[config.mk]
export PLATFORM = sky130hd
export DESIGN_NAME = ritc_trigger_top
export DESIGN_NICKNAME = d
export VERILOG_FILES = /design/src/source/ritc_pkg.sv /design/src/source/ritc_trigger_top.sv /design/src/source/ritc_window_trigger.sv /design/src/source/ritc_trig_config.sv /design/src/source/ritc_input_storage.sv /design/src/source/ritc_channel_storage.sv
export SDC_FILE = /design/constraint.sdc
export NUM_CORES = 1
export LEC_CHECK = 0
export BUFFER_PORTS_ARGS = -buffer_cell sky130_fd_sc_hd__buf_2
export CORE_MARGIN = 2
export CORE_UTILIZATION = 41
export CTS_CLUSTER_DIAMETER = 100
export DETAILED_ROUTE_END_ITERATION = 10
export PLACE_DENSITY = 0.65
export RECOVER_POWER = 100
export SYNTH_ARGS = -nofsm -noshare
export SYNTH_HDL_FRONTEND = slang
export SYNTH_SLANG_ARGS = --single-unit
[constraint.sdc]
create_clock -name clk_i -period 8.85 [get_ports clk_i]
set_input_delay 0.885 -clock clk_i [delete_from_list [all_inputs] [get_ports clk_i]]
set_output_delay 0.885 -clock clk_i [all_outputs]
set_load 0.02 [all_outputs]
[src/source/ritc_pkg.sv]
package ritc_pkg;

	//////////////////////////////
	// Sample geometry
	//////////////////////////////

	// Samples per clock per channel
	localparam int DEMUX = 16;
	// Offset binary, 0 to 7
	localparam int SAMPLE_BITS = 3;
	// One channel word holds a full clock of samples
	localparam int NBITS = DEMUX * SAMPLE_BITS;
	// Channels A, B and C
	localparam int NCHAN = 3;

	//////////////////////////////
	// Trigger and config widths
	//////////////////////////////

	// Frame phase counter
	localparam int PHASE_BITS = 8;
	// Config write and readback bus
	localparam int CFG_BITS = 8;
	// Trigger count, wraps
	localparam int STATUS_BITS = 8;

	// Config register map
	typedef enum logic [1:0] {
		REG_THR_HI = 2'd0,
		REG_THR_LO = 2'd1,
		REG_MASK   = 2'd2,
		REG_STATUS = 2'd3
	} reg_addr_e;

endpackage
[src/source/ritc_trigger_top.sv]
module ritc_trigger_top #(
	parameter int A_STAGES = 0,
	parameter int B_STAGES = 2,
	parameter int C_STAGES = 3
) (
	input  logic                                              clk_i,
	input  logic                                              rst_n_i,
	input  logic                                              sync_i,
	input  logic [ritc_pkg::NBITS-1:0]                        a_i,
	input  logic [ritc_pkg::NBITS-1:0]                        b_i,
	input  logic [ritc_pkg::NBITS-1:0]                        c_i,
	input  logic                                              cfg_we_i,
	input  ritc_pkg::reg_addr_e                               cfg_addr_i,
	input  logic [ritc_pkg::CFG_BITS-1:0]                     cfg_wdata_i,
	output logic [ritc_pkg::CFG_BITS-1:0]                     cfg_rdata_o,
	output logic [ritc_pkg::NBITS*(A_STAGES+1)-1:0]           as_o,
	output logic [ritc_pkg::NBITS*(B_STAGES+1)-1:0]           bs_o,
	output logic [ritc_pkg::NBITS*(C_STAGES+1)-1:0]           cs_o,
	output logic                                              trig_o,
	output logic [ritc_pkg::NCHAN-1:0]                        trig_hits_o,
	output logic [ritc_pkg::PHASE_BITS-1:0]                   trig_phase_o
);

	logic [ritc_pkg::DEMUX*(C_STAGES+1)-1:0]  csync;
	logic [ritc_pkg::SAMPLE_BITS-1:0]         thr_hi;
	logic [ritc_pkg::SAMPLE_BITS-1:0]         thr_lo;
	logic [ritc_pkg::NCHAN-1:0]               mask;

	// Windows go out as well as into the trigger
	// A and B sync flags are not needed by this trigger
	ritc_input_storage #(
		.A_STAGES(A_STAGES), .B_STAGES(B_STAGES), .C_STAGES(C_STAGES)
	) u_storage (
		.clk_i(clk_i), .rst_n_i(rst_n_i), .sync_i(sync_i),
		.a_i(a_i), .b_i(b_i), .c_i(c_i),
		.as_o(as_o), .bs_o(bs_o), .cs_o(cs_o),
		.async_o(), .bsync_o(), .csync_o(csync)
	);

	// Trigger output doubles as the count pulse
	ritc_trig_config u_config (
		.clk_i(clk_i), .rst_n_i(rst_n_i),
		.cfg_we_i(cfg_we_i), .cfg_addr_i(cfg_addr_i), .cfg_wdata_i(cfg_wdata_i),
		.trig_pulse_i(trig_o),
		.thr_hi_o(thr_hi), .thr_lo_o(thr_lo), .mask_o(mask),
		.cfg_rdata_o(cfg_rdata_o)
	);

	ritc_window_trigger #(
		.A_STAGES(A_STAGES), .B_STAGES(B_STAGES), .C_STAGES(C_STAGES)
	) u_trigger (
		.clk_i(clk_i), .rst_n_i(rst_n_i),
		.as_i(as_o), .bs_i(bs_o), .cs_i(cs_o), .csync_i(csync),
		.thr_hi_i(thr_hi), .thr_lo_i(thr_lo), .mask_i(mask),
		.trig_o(trig_o), .trig_hits_o(trig_hits_o), .trig_phase_o(trig_phase_o)
	);

endmodule

[src/source/ritc_window_trigger.sv]
module ritc_window_trigger #(
	parameter int A_STAGES = 0,
	parameter int B_STAGES = 2,
	parameter int C_STAGES = 3
) (
	input  logic                                              clk_i,
	input  logic                                              rst_n_i,
	input  logic [ritc_pkg::NBITS*(A_STAGES+1)-1:0]           as_i,
	input  logic [ritc_pkg::NBITS*(B_STAGES+1)-1:0]           bs_i,
	input  logic [ritc_pkg::NBITS*(C_STAGES+1)-1:0]           cs_i,
	input  logic [ritc_pkg::DEMUX*(C_STAGES+1)-1:0]           csync_i,
	input  logic [ritc_pkg::SAMPLE_BITS-1:0]                  thr_hi_i,
	input  logic [ritc_pkg::SAMPLE_BITS-1:0]                  thr_lo_i,
	input  logic [ritc_pkg::NCHAN-1:0]                        mask_i,
	output logic                                              trig_o,
	output logic [ritc_pkg::NCHAN-1:0]                        trig_hits_o,
	output logic [ritc_pkg::PHASE_BITS-1:0]                   trig_phase_o
);

	localparam int SB = ritc_pkg::SAMPLE_BITS;
	localparam int DX = ritc_pkg::DEMUX;
	// Widest window across the three channels
	localparam int AB_MAX = (A_STAGES > B_STAGES) ? A_STAGES : B_STAGES;
	localparam int MAX_STAGES = (C_STAGES > AB_MAX) ? C_STAGES : AB_MAX;
	localparam int MAX_SAMPLES = DX * (MAX_STAGES + 1);
	localparam int WIN_BITS = ritc_pkg::NBITS * (MAX_STAGES + 1);

	//////////////////////////////
	// Threshold hit detection
	//////////////////////////////

	// Scans the first nsamp samples of a zero-padded window
	// Padding is skipped, it would always pass the low threshold
	function automatic logic window_hit(
		input logic [WIN_BITS-1:0] win,
		input int                  nsamp,
		input logic [SB-1:0]       thr_hi,
		input logic [SB-1:0]       thr_lo
	);
		logic [SB-1:0] smp;
		logic          hit;
		hit = 1'b0;
		for (int i = 0; i < MAX_SAMPLES; i++) begin
			smp = win[i*SB +: SB];
			if ((i < nsamp) && ((smp >= thr_hi) || (smp <= thr_lo))) begin
				hit = 1'b1;
			end
		end
		return hit;
	endfunction

	logic [ritc_pkg::NCHAN-1:0] hits;

	// Bit 0 A, bit 1 B, bit 2 C
	always_comb begin
		hits[0] = window_hit(WIN_BITS'(as_i), DX * (A_STAGES + 1), thr_hi_i, thr_lo_i);
		hits[1] = window_hit(WIN_BITS'(bs_i), DX * (B_STAGES + 1), thr_hi_i, thr_lo_i);
		hits[2] = window_hit(WIN_BITS'(cs_i), DX * (C_STAGES + 1), thr_hi_i, thr_lo_i);
	end

	//////////////////////////////
	// Frame phase
	//////////////////////////////

	logic [ritc_pkg::PHASE_BITS-1:0] phase_q;

	// Restarts on the live sync flag of channel C
	always_ff @(posedge clk_i) begin
		if (!rst_n_i) begin
			phase_q <= '0;
		end else if (csync_i[0]) begin
			phase_q <= '0;
		end else begin
			phase_q <= phase_q + 1'b1;
		end
	end

	//////////////////////////////
	// Coincidence output
	//////////////////////////////

	// Every masked channel must hit, an empty mask never fires
	always_ff @(posedge clk_i) begin
		if (!rst_n_i) begin
			trig_o       <= 1'b0;
			trig_hits_o  <= '0;
			trig_phase_o <= '0;
		end else begin
			trig_o       <= (|mask_i) && ((hits & mask_i) == mask_i);
			trig_hits_o  <= hits;
			// Counter value before this edge's update
			trig_phase_o <= phase_q;
		end
	end

endmodule

[src/source/ritc_trig_config.sv]
module ritc_trig_config (
	input  logic                                clk_i,
	input  logic                                rst_n_i,
	input  logic                                cfg_we_i,
	input  ritc_pkg::reg_addr_e                 cfg_addr_i,
	input  logic [ritc_pkg::CFG_BITS-1:0]       cfg_wdata_i,
	input  logic                                trig_pulse_i,
	output logic [ritc_pkg::SAMPLE_BITS-1:0]    thr_hi_o,
	output logic [ritc_pkg::SAMPLE_BITS-1:0]    thr_lo_o,
	output logic [ritc_pkg::NCHAN-1:0]          mask_o,
	output logic [ritc_pkg::CFG_BITS-1:0]       cfg_rdata_o
);

	localparam int SB = ritc_pkg::SAMPLE_BITS;
	localparam int NC = ritc_pkg::NCHAN;

	logic [SB-1:0]                       thr_hi_q;
	logic [SB-1:0]                       thr_lo_q;
	logic [NC-1:0]                       mask_q;
	logic [ritc_pkg::STATUS_BITS-1:0]    status_q;

	//////////////////////////////
	// Control registers
	//////////////////////////////

	// Defaults let only full-scale samples fire, all channels required
	always_ff @(posedge clk_i) begin
		if (!rst_n_i) begin
			thr_hi_q <= '1;
			thr_lo_q <= '0;
			mask_q   <= '1;
		end else if (cfg_we_i) begin
			case (cfg_addr_i)
				ritc_pkg::REG_THR_HI: thr_hi_q <= cfg_wdata_i[SB-1:0];
				ritc_pkg::REG_THR_LO: thr_lo_q <= cfg_wdata_i[SB-1:0];
				ritc_pkg::REG_MASK:   mask_q   <= cfg_wdata_i[NC-1:0];
				// Status is read only
				default: ;
			endcase
		end
	end

	// Trigger count, wraps at the top
	always_ff @(posedge clk_i) begin
		if (!rst_n_i) begin
			status_q <= '0;
		end else if (trig_pulse_i) begin
			status_q <= status_q + 1'b1;
		end
	end

	assign thr_hi_o = thr_hi_q;
	assign thr_lo_o = thr_lo_q;
	assign mask_o   = mask_q;

	//////////////////////////////
	// Readback
	//////////////////////////////

	// Zero-extended onto the data bus
	always_comb begin
		cfg_rdata_o = '0;
		case (cfg_addr_i)
			ritc_pkg::REG_THR_HI: cfg_rdata_o[SB-1:0] = thr_hi_q;
			ritc_pkg::REG_THR_LO: cfg_rdata_o[SB-1:0] = thr_lo_q;
			ritc_pkg::REG_MASK:   cfg_rdata_o[NC-1:0] = mask_q;
			default:              cfg_rdata_o[ritc_pkg::STATUS_BITS-1:0] = status_q;
		endcase
	end

endmodule

[src/source/ritc_input_storage.sv]
module ritc_input_storage #(
	parameter int A_STAGES = 0,
	parameter int B_STAGES = 2,
	parameter int C_STAGES = 3
) (
	input  logic                                              clk_i,
	input  logic                                              rst_n_i,
	input  logic                                              sync_i,
	input  logic [ritc_pkg::NBITS-1:0]                        a_i,
	input  logic [ritc_pkg::NBITS-1:0]                        b_i,
	input  logic [ritc_pkg::NBITS-1:0]                        c_i,
	output logic [ritc_pkg::NBITS*(A_STAGES+1)-1:0]           as_o,
	output logic [ritc_pkg::NBITS*(B_STAGES+1)-1:0]           bs_o,
	output logic [ritc_pkg::NBITS*(C_STAGES+1)-1:0]           cs_o,
	output logic [ritc_pkg::DEMUX*(A_STAGES+1)-1:0]           async_o,
	output logic [ritc_pkg::DEMUX*(B_STAGES+1)-1:0]           bsync_o,
	output logic [ritc_pkg::DEMUX*(C_STAGES+1)-1:0]           csync_o
);

	localparam int DX = ritc_pkg::DEMUX;
	// Sync chain must cover the deepest channel
	localparam int AB_MAX = (A_STAGES > B_STAGES) ? A_STAGES : B_STAGES;
	localparam int MAX_STAGES = (C_STAGES > AB_MAX) ? C_STAGES : AB_MAX;

	//////////////////////////////
	// Sample histories
	//////////////////////////////

	ritc_channel_storage #(.STAGES(A_STAGES)) u_store_a (
		.clk_i(clk_i), .rst_n_i(rst_n_i), .in_i(a_i), .out_o(as_o)
	);
	ritc_channel_storage #(.STAGES(B_STAGES)) u_store_b (
		.clk_i(clk_i), .rst_n_i(rst_n_i), .in_i(b_i), .out_o(bs_o)
	);
	ritc_channel_storage #(.STAGES(C_STAGES)) u_store_c (
		.clk_i(clk_i), .rst_n_i(rst_n_i), .in_i(c_i), .out_o(cs_o)
	);

	//////////////////////////////
	// Shared sync delay chain
	//////////////////////////////

	// Tap k is sync_i from k clocks back
	logic [MAX_STAGES:0] sync_tap;

	generate
		if (MAX_STAGES == 0) begin : g_no_chain
			assign sync_tap = sync_i;
		end else begin : g_chain
			logic [MAX_STAGES-1:0] sync_q;

			assign sync_tap = {sync_q, sync_i};

			always_ff @(posedge clk_i) begin
				if (!rst_n_i) begin
					sync_q <= '0;
				end else begin
					sync_q <= sync_tap[MAX_STAGES-1:0];
				end
			end
		end
	endgenerate

	// Each stored sample gets its own copy of the word's sync flag
	generate
		for (genvar k = 0; k <= A_STAGES; k++) begin : g_async
			assign async_o[DX*k +: DX] = {DX{sync_tap[k]}};
		end
		for (genvar k = 0; k <= B_STAGES; k++) begin : g_bsync
			assign bsync_o[DX*k +: DX] = {DX{sync_tap[k]}};
		end
		for (genvar k = 0; k <= C_STAGES; k++) begin : g_csync
			assign csync_o[DX*k +: DX] = {DX{sync_tap[k]}};
		end
	endgenerate

endmodule

[src/source/ritc_channel_storage.sv]
module ritc_channel_storage #(
	parameter int STAGES = 0
) (
	input  logic                                   clk_i,
	input  logic                                   rst_n_i,
	input  logic [ritc_pkg::NBITS-1:0]             in_i,
	output logic [ritc_pkg::NBITS*(STAGES+1)-1:0]  out_o
);

	localparam int W = ritc_pkg::NBITS;

	generate
		if (STAGES == 0) begin : g_pass
			// No history kept, window is just the live word
			assign out_o = in_i;
		end else begin : g_hist
			// Slot k sits at [W*k +: W], slot 0 is the live input
			logic [W*STAGES-1:0] hist_q;

			// Newest first, live word in the low bits
			assign out_o = {hist_q, in_i};

			// Shift by one word per clock
			// Oldest word falls off the top
			always_ff @(posedge clk_i) begin
				if (!rst_n_i) begin
					hist_q <= '0;
				end else begin
					hist_q <= out_o[W*STAGES-1:0];
				end
			end
		end
	endgenerate

endmodule

==> impl_metrics.xml <==
<?xml version="1.0" encoding="UTF-8"?>
<metrics>
  <group name="power_and_ir_drop">
    <metric name="pwr-share-seq" unit="">0.359</metric>
    <metric name="power_leakage" unit="nW">13.5</metric>
    <metric name="p_per_area" unit="mW/mm^2">137</metric>
    <metric name="max-vdd-ir-drop" unit="mV">0.124</metric>
    <metric name="net_switching_power_of_the_design" unit="W">0.00132</metric>
    <metric name="combPwrFrac" unit="">0.264</metric>
    <metric name="internal_power" unit="W">0.00250</metric>
    <metric name="post-layout-total-power" unit="W">0.00382</metric>
    <metric name="p_clk_frac" unit="">0.377</metric>
    <metric name="sw_frac_of_total" unit="">0.345</metric>
  </group>
  <group name="placement">
    <metric name="io_buffer_count" unit="">556</metric>
    <metric name="placedCellCount" unit="">3855</metric>
    <metric name="gp_congestion" unit="">0.944</metric>
    <metric name="postPlaceCellArea" unit="sq mm">0.0273</metric>
    <metric name="hpwl" unit="um">68700</metric>
    <metric name="dp_worst_setup_slack" unit="ns">4.18</metric>
  </group>
  <group name="yosys">
    <metric name="fraction_of_post_synthesis_cell_area_in_the_top_cell_type_by_area" unit="">0.391</metric>
    <metric name="post_synth_num_cell_types" unit="">47</metric>
    <metric name="synth.yosys.seq_area_share" unit="">0.225</metric>
    <metric name="dominantRegCellSynth" unit="">dfxtp_1</metric>
    <metric name="number_of_cells_produced_by_synthesis" unit="">2689</metric>
    <metric name="synth.cell_area" unit="sq mm">0.0246</metric>
    <metric name="synth_seq_cells" unit="">277</metric>
    <metric name="yosys-top-cells-area" unit="">ha_1 (39%), dfxtp_1 (23%), buf_4 (4.4%)</metric>
    <metric name="synth_async_sr_flop_share" unit="">0</metric>
    <metric name="synth_top_area_cell" unit="">ha_1</metric>
    <metric name="post-synth-top-count-cell" unit="">ha_1</metric>
    <metric name="synth_commonest_cells" unit="">ha_1 (770), dfxtp_1 (277), inv_1 (213)</metric>
    <metric name="synth_warnings" unit="">0</metric>
    <metric name="synth_edf_count" unit="">0</metric>
    <metric name="avgSynthCellArea" unit="sq um">9.15</metric>
    <metric name="postSynthNetCount" unit="">3617</metric>
  </group>
  <group name="setup_path">
    <metric name="setup.worst_path.end_class" unit="">flip-flop</metric>
    <metric name="reg2reg_slack" unit="ns">4.18</metric>
    <metric name="reg2reg_to" unit="">u_trigger.trig_o</metric>
    <metric name="timing.critical_path.arrival" unit="ns">6.10</metric>
    <metric name="critical-path-slowest-cell" unit="">clkinvlp_2</metric>
    <metric name="critPathLaunch" unit="">rst_n_i</metric>
    <metric name="worst-path-max-fanout" unit="">61</metric>
    <metric name="worstSetupEndpoint" unit="">u_config.status_q[5]</metric>
    <metric name="worstSetupStartpointType" unit="">input port</metric>
    <metric name="r2r.worst_path.cells" unit="">12</metric>
    <metric name="r2r-start" unit="">u_config.thr_lo_o[2]</metric>
    <metric name="cp_cell_sequence" unit="">clkbuf_1 &gt; clkinvlp_2 &gt; buf_4 &gt; a21oi_1</metric>
    <metric name="path_class" unit="">in2reg</metric>
    <metric name="cp.required" unit="ns">9.31</metric>
    <metric name="critical-path-max-stage-delay" unit="ns">2.48</metric>
  </group>
  <group name="routing">
    <metric name="totalWireLength" unit="um">87200</metric>
    <metric name="drt-vias-per-instance" unit="">5.44</metric>
    <metric name="post_drt_wl_per_cell" unit="um">22.2</metric>
    <metric name="post-route-drc-count" unit="">0</metric>
    <metric name="dr_total_vias" unit="">21319</metric>
    <metric name="drt_first_pass_iters" unit="">4</metric>
    <metric name="drtIter0Drc" unit="">1515</metric>
    <metric name="postRouteAntennaNets" unit="">0</metric>
  </group>
  <group name="grt">
    <metric name="wire_length_of_the_first_global_routing_pass" unit="um">129000</metric>
    <metric name="number_of_global_route_vias_before_repair" unit="">20334</metric>
    <metric name="groute.usage.overall" unit="">0.274</metric>
    <metric name="grt_overflow" unit="">0</metric>
    <metric name="grt_start_max_net_pins" unit="">68</metric>
    <metric name="initial_antenna_violation_count" unit="">0</metric>
  </group>
  <group name="run_status">
    <metric name="status" unit="">finished, violations left</metric>
    <metric name="violations" unit="">max-capacitance violations, max-slew violations</metric>
  </group>
  <group name="sta">
    <metric name="achievable-frequency" unit="GHz">0.177</metric>
    <metric name="final_worst_path_setup_slack" unit="ns">3.21</metric>
    <metric name="period_minus_slack" unit="ns">5.64</metric>
    <metric name="endpoints_failing_setup" unit="">0</metric>
    <metric name="max_slew.worst_pin.slew" unit="ns">2.24</metric>
    <metric name="slew_violations" unit="">166</metric>
    <metric name="layout_worst_path_cycle_share" unit="">0.637</metric>
    <metric name="setup_repair_after_global_routing_missed_its_margin" unit="">no</metric>
    <metric name="number_of_hold_violations_in_the_final_report" unit="">0</metric>
    <metric name="slew_headroom" unit="">-0.493</metric>
    <metric name="tns" unit="ns">0</metric>
    <metric name="finClkSkew" unit="ns">0.0290</metric>
  </group>
  <group name="cts">
    <metric name="postCtsSetupBuffers" unit="">0</metric>
    <metric name="post_cts_resized" unit="">0</metric>
    <metric name="tritoncts.num_buffers" unit="">36</metric>
    <metric name="cts_tree" unit="">done</metric>
    <metric name="clock_edge_transition_at_the_registers_on_the_reported_setup_and_hold_paths" unit="ns">0.06</metric>
    <metric name="root_buffer" unit="">clkbuf_16</metric>
    <metric name="hold_fix_buffer_count_after_cts" unit="">0</metric>
    <metric name="clockBufferDepth" unit="">3</metric>
    <metric name="cts_sinks" unit="">277</metric>
    <metric name="clk-insertion-delay-late" unit="ns">0.57</metric>
    <metric name="cts-htree-levels" unit="">2</metric>
  </group>
  <group name="min_path">
    <metric name="worst_hold_depth" unit="">1</metric>
    <metric name="min-delay-path-class" unit="">reg2reg</metric>
  </group>
  <group name="die">
    <metric name="dieHeight" unit="um">249</metric>
    <metric name="die_width" unit="um">249</metric>
    <metric name="floorplan.rows" unit="">89</metric>
    <metric name="placeableCoreArea" unit="sq mm">0.0591</metric>
    <metric name="ioPinCount" unit="">562</metric>
    <metric name="floorplan.initialDensity" unit="">0.416</metric>
    <metric name="dieArea" unit="sq mm">0.0620</metric>
  </group>
  <group name="cells_and_area">
    <metric name="final_area" unit="sq mm">0.0279</metric>
    <metric name="finalNonFillerCells" unit="">3919</metric>
    <metric name="nets" unit="">4048</metric>
    <metric name="areaGrowthSynthToFinish" unit="%">13.4</metric>
    <metric name="post_route_cells_drive_above_1_share" unit="">0.0763</metric>
  </group>
  <group name="flow_run">
    <metric name="max-cap-violations" unit="">3</metric>
  </group>
</metrics>
worst max-delay path, delay by kind of cell:
kind | cells | cell delay, ns
buffers and inverters | 3 | 4.97
AOI/OAI and AO/OA | 1 | 0.21
layout by cell type (no fill, tap or decap), types with 13 or more instances in the layout:
cell type  count
and2_1       113
buf_2        151
o21a_1        80
o22ai_1       56
nand4_1       46
and2_0        55
nor2b_1       86
dfxtp_1      275
o21ai_0       91
clkbuf_16     37
nor3b_1       18
nand3_1      109
nand2b_1      65
clkbuf_1     410
a21o_1        29
nor2_1       135
a21boi_0      16
and3_1        20
ha_1         770
buf_4         13
nor4_1        59
nand2_1       41
a21oi_1      125
inv_1        208
routing by layer:
layer,routed length [um],global-route usage,share of wire,vias to the layer above
li1,-,-,-,10456
met1,38600,0.362,0.44,9930
met2,39400,0.451,0.45,766
met3,5840,0.0411,0.067,167
met4,3380,0.104,0.039,0
met5,0,0,0,-
cell families (layout without fill, tap and decap cells):
kind of cell	after synthesis	in the layout	synth area share
flops	277	277	0.225
compound gates	451	451	0.114
mux	11	11	0.00600
simple gates	779	779	0.178
xor+xnor	11	11	0.00392
other cells	0	1	0
fa+ha+maj	770	770	0.391
buf+inv	390	846	0.0816
stage by stage:
stage	hold WS, ns	util
after floorplan	0.421	-
after global placement	0.444	0.461
after global routing	0.497	0.472
after detailed placement	0.451	0.461
final	0.456	0.472
after CTS	0.464	0.481
cell type report:
| class | instances | area (sq um) |
|---|---|---|
| Fill cell | 5961 | 31200 |
| Clock inverter | 19 | 155 |
| Sequential cell | 277 | 5550 |
| Antenna cell | 1 | 2.50 |
| Tap cell | 773 | 967 |
| Clock buffer | 44 | 982 |
| Inverter | 213 | 811 |
| Multi-Input combinational cell | 2022 | 17100 |
| Timing Repair Buffer | 570 | 2380 |
state kept, by name, summed over array words and instances, names as in the netlist, 3 cells and up:
register / flops
u_trigger.trig_hits_o: 3
u_trigger.trig_phase_o: 8
u_config.status_q: 8
u_storage.u_store_b.g_hist.hist_q: 96
u_config.thr_lo_o: 3
u_config.thr_hi_o: 3
u_config.mask_o: 3
u_storage.u_store_c.g_hist.hist_q: 144
u_trigger.phase_q: 8
power by group through the flow:
| stage | combinational, W | clock, W | sequential, W |
|---|---|---|---|
| 2_1_floorplan | 0.000624 | 0 | 0.00143 |
| 3_3_place_gp | 0.00100 | 0 | 0.00140 |
| 3_5_place_dp | 0.00102 | 0 | 0.00140 |
| 4_1_cts | 0.00102 | 0.00147 | 0.00137 |
| 5_1_grt | 0.00112 | 0.00152 | 0.00138 |
| 6_report | 0.00101 | 0.00144 | 0.00137 |
worst min path at each step:
stage / startpoint / endpoint / slack, ns
after floorplan: u_trigger.phase_q[0] / u_trigger.phase_q[0] / 0.42
after global placement: u_trigger.phase_q[0] / u_trigger.phase_q[0] / 0.44
after detailed placement: u_trigger.phase_q[0] / u_trigger.phase_q[0] / 0.45
after CTS: u_trigger.phase_q[0] / u_trigger.phase_q[0] / 0.46
after global routing: u_trigger.phase_q[7] / u_trigger.trig_phase_o[7] / 0.50
final: u_trigger.phase_q[0] / u_trigger.phase_q[0] / 0.46
(Power assumes the default switching activity.)
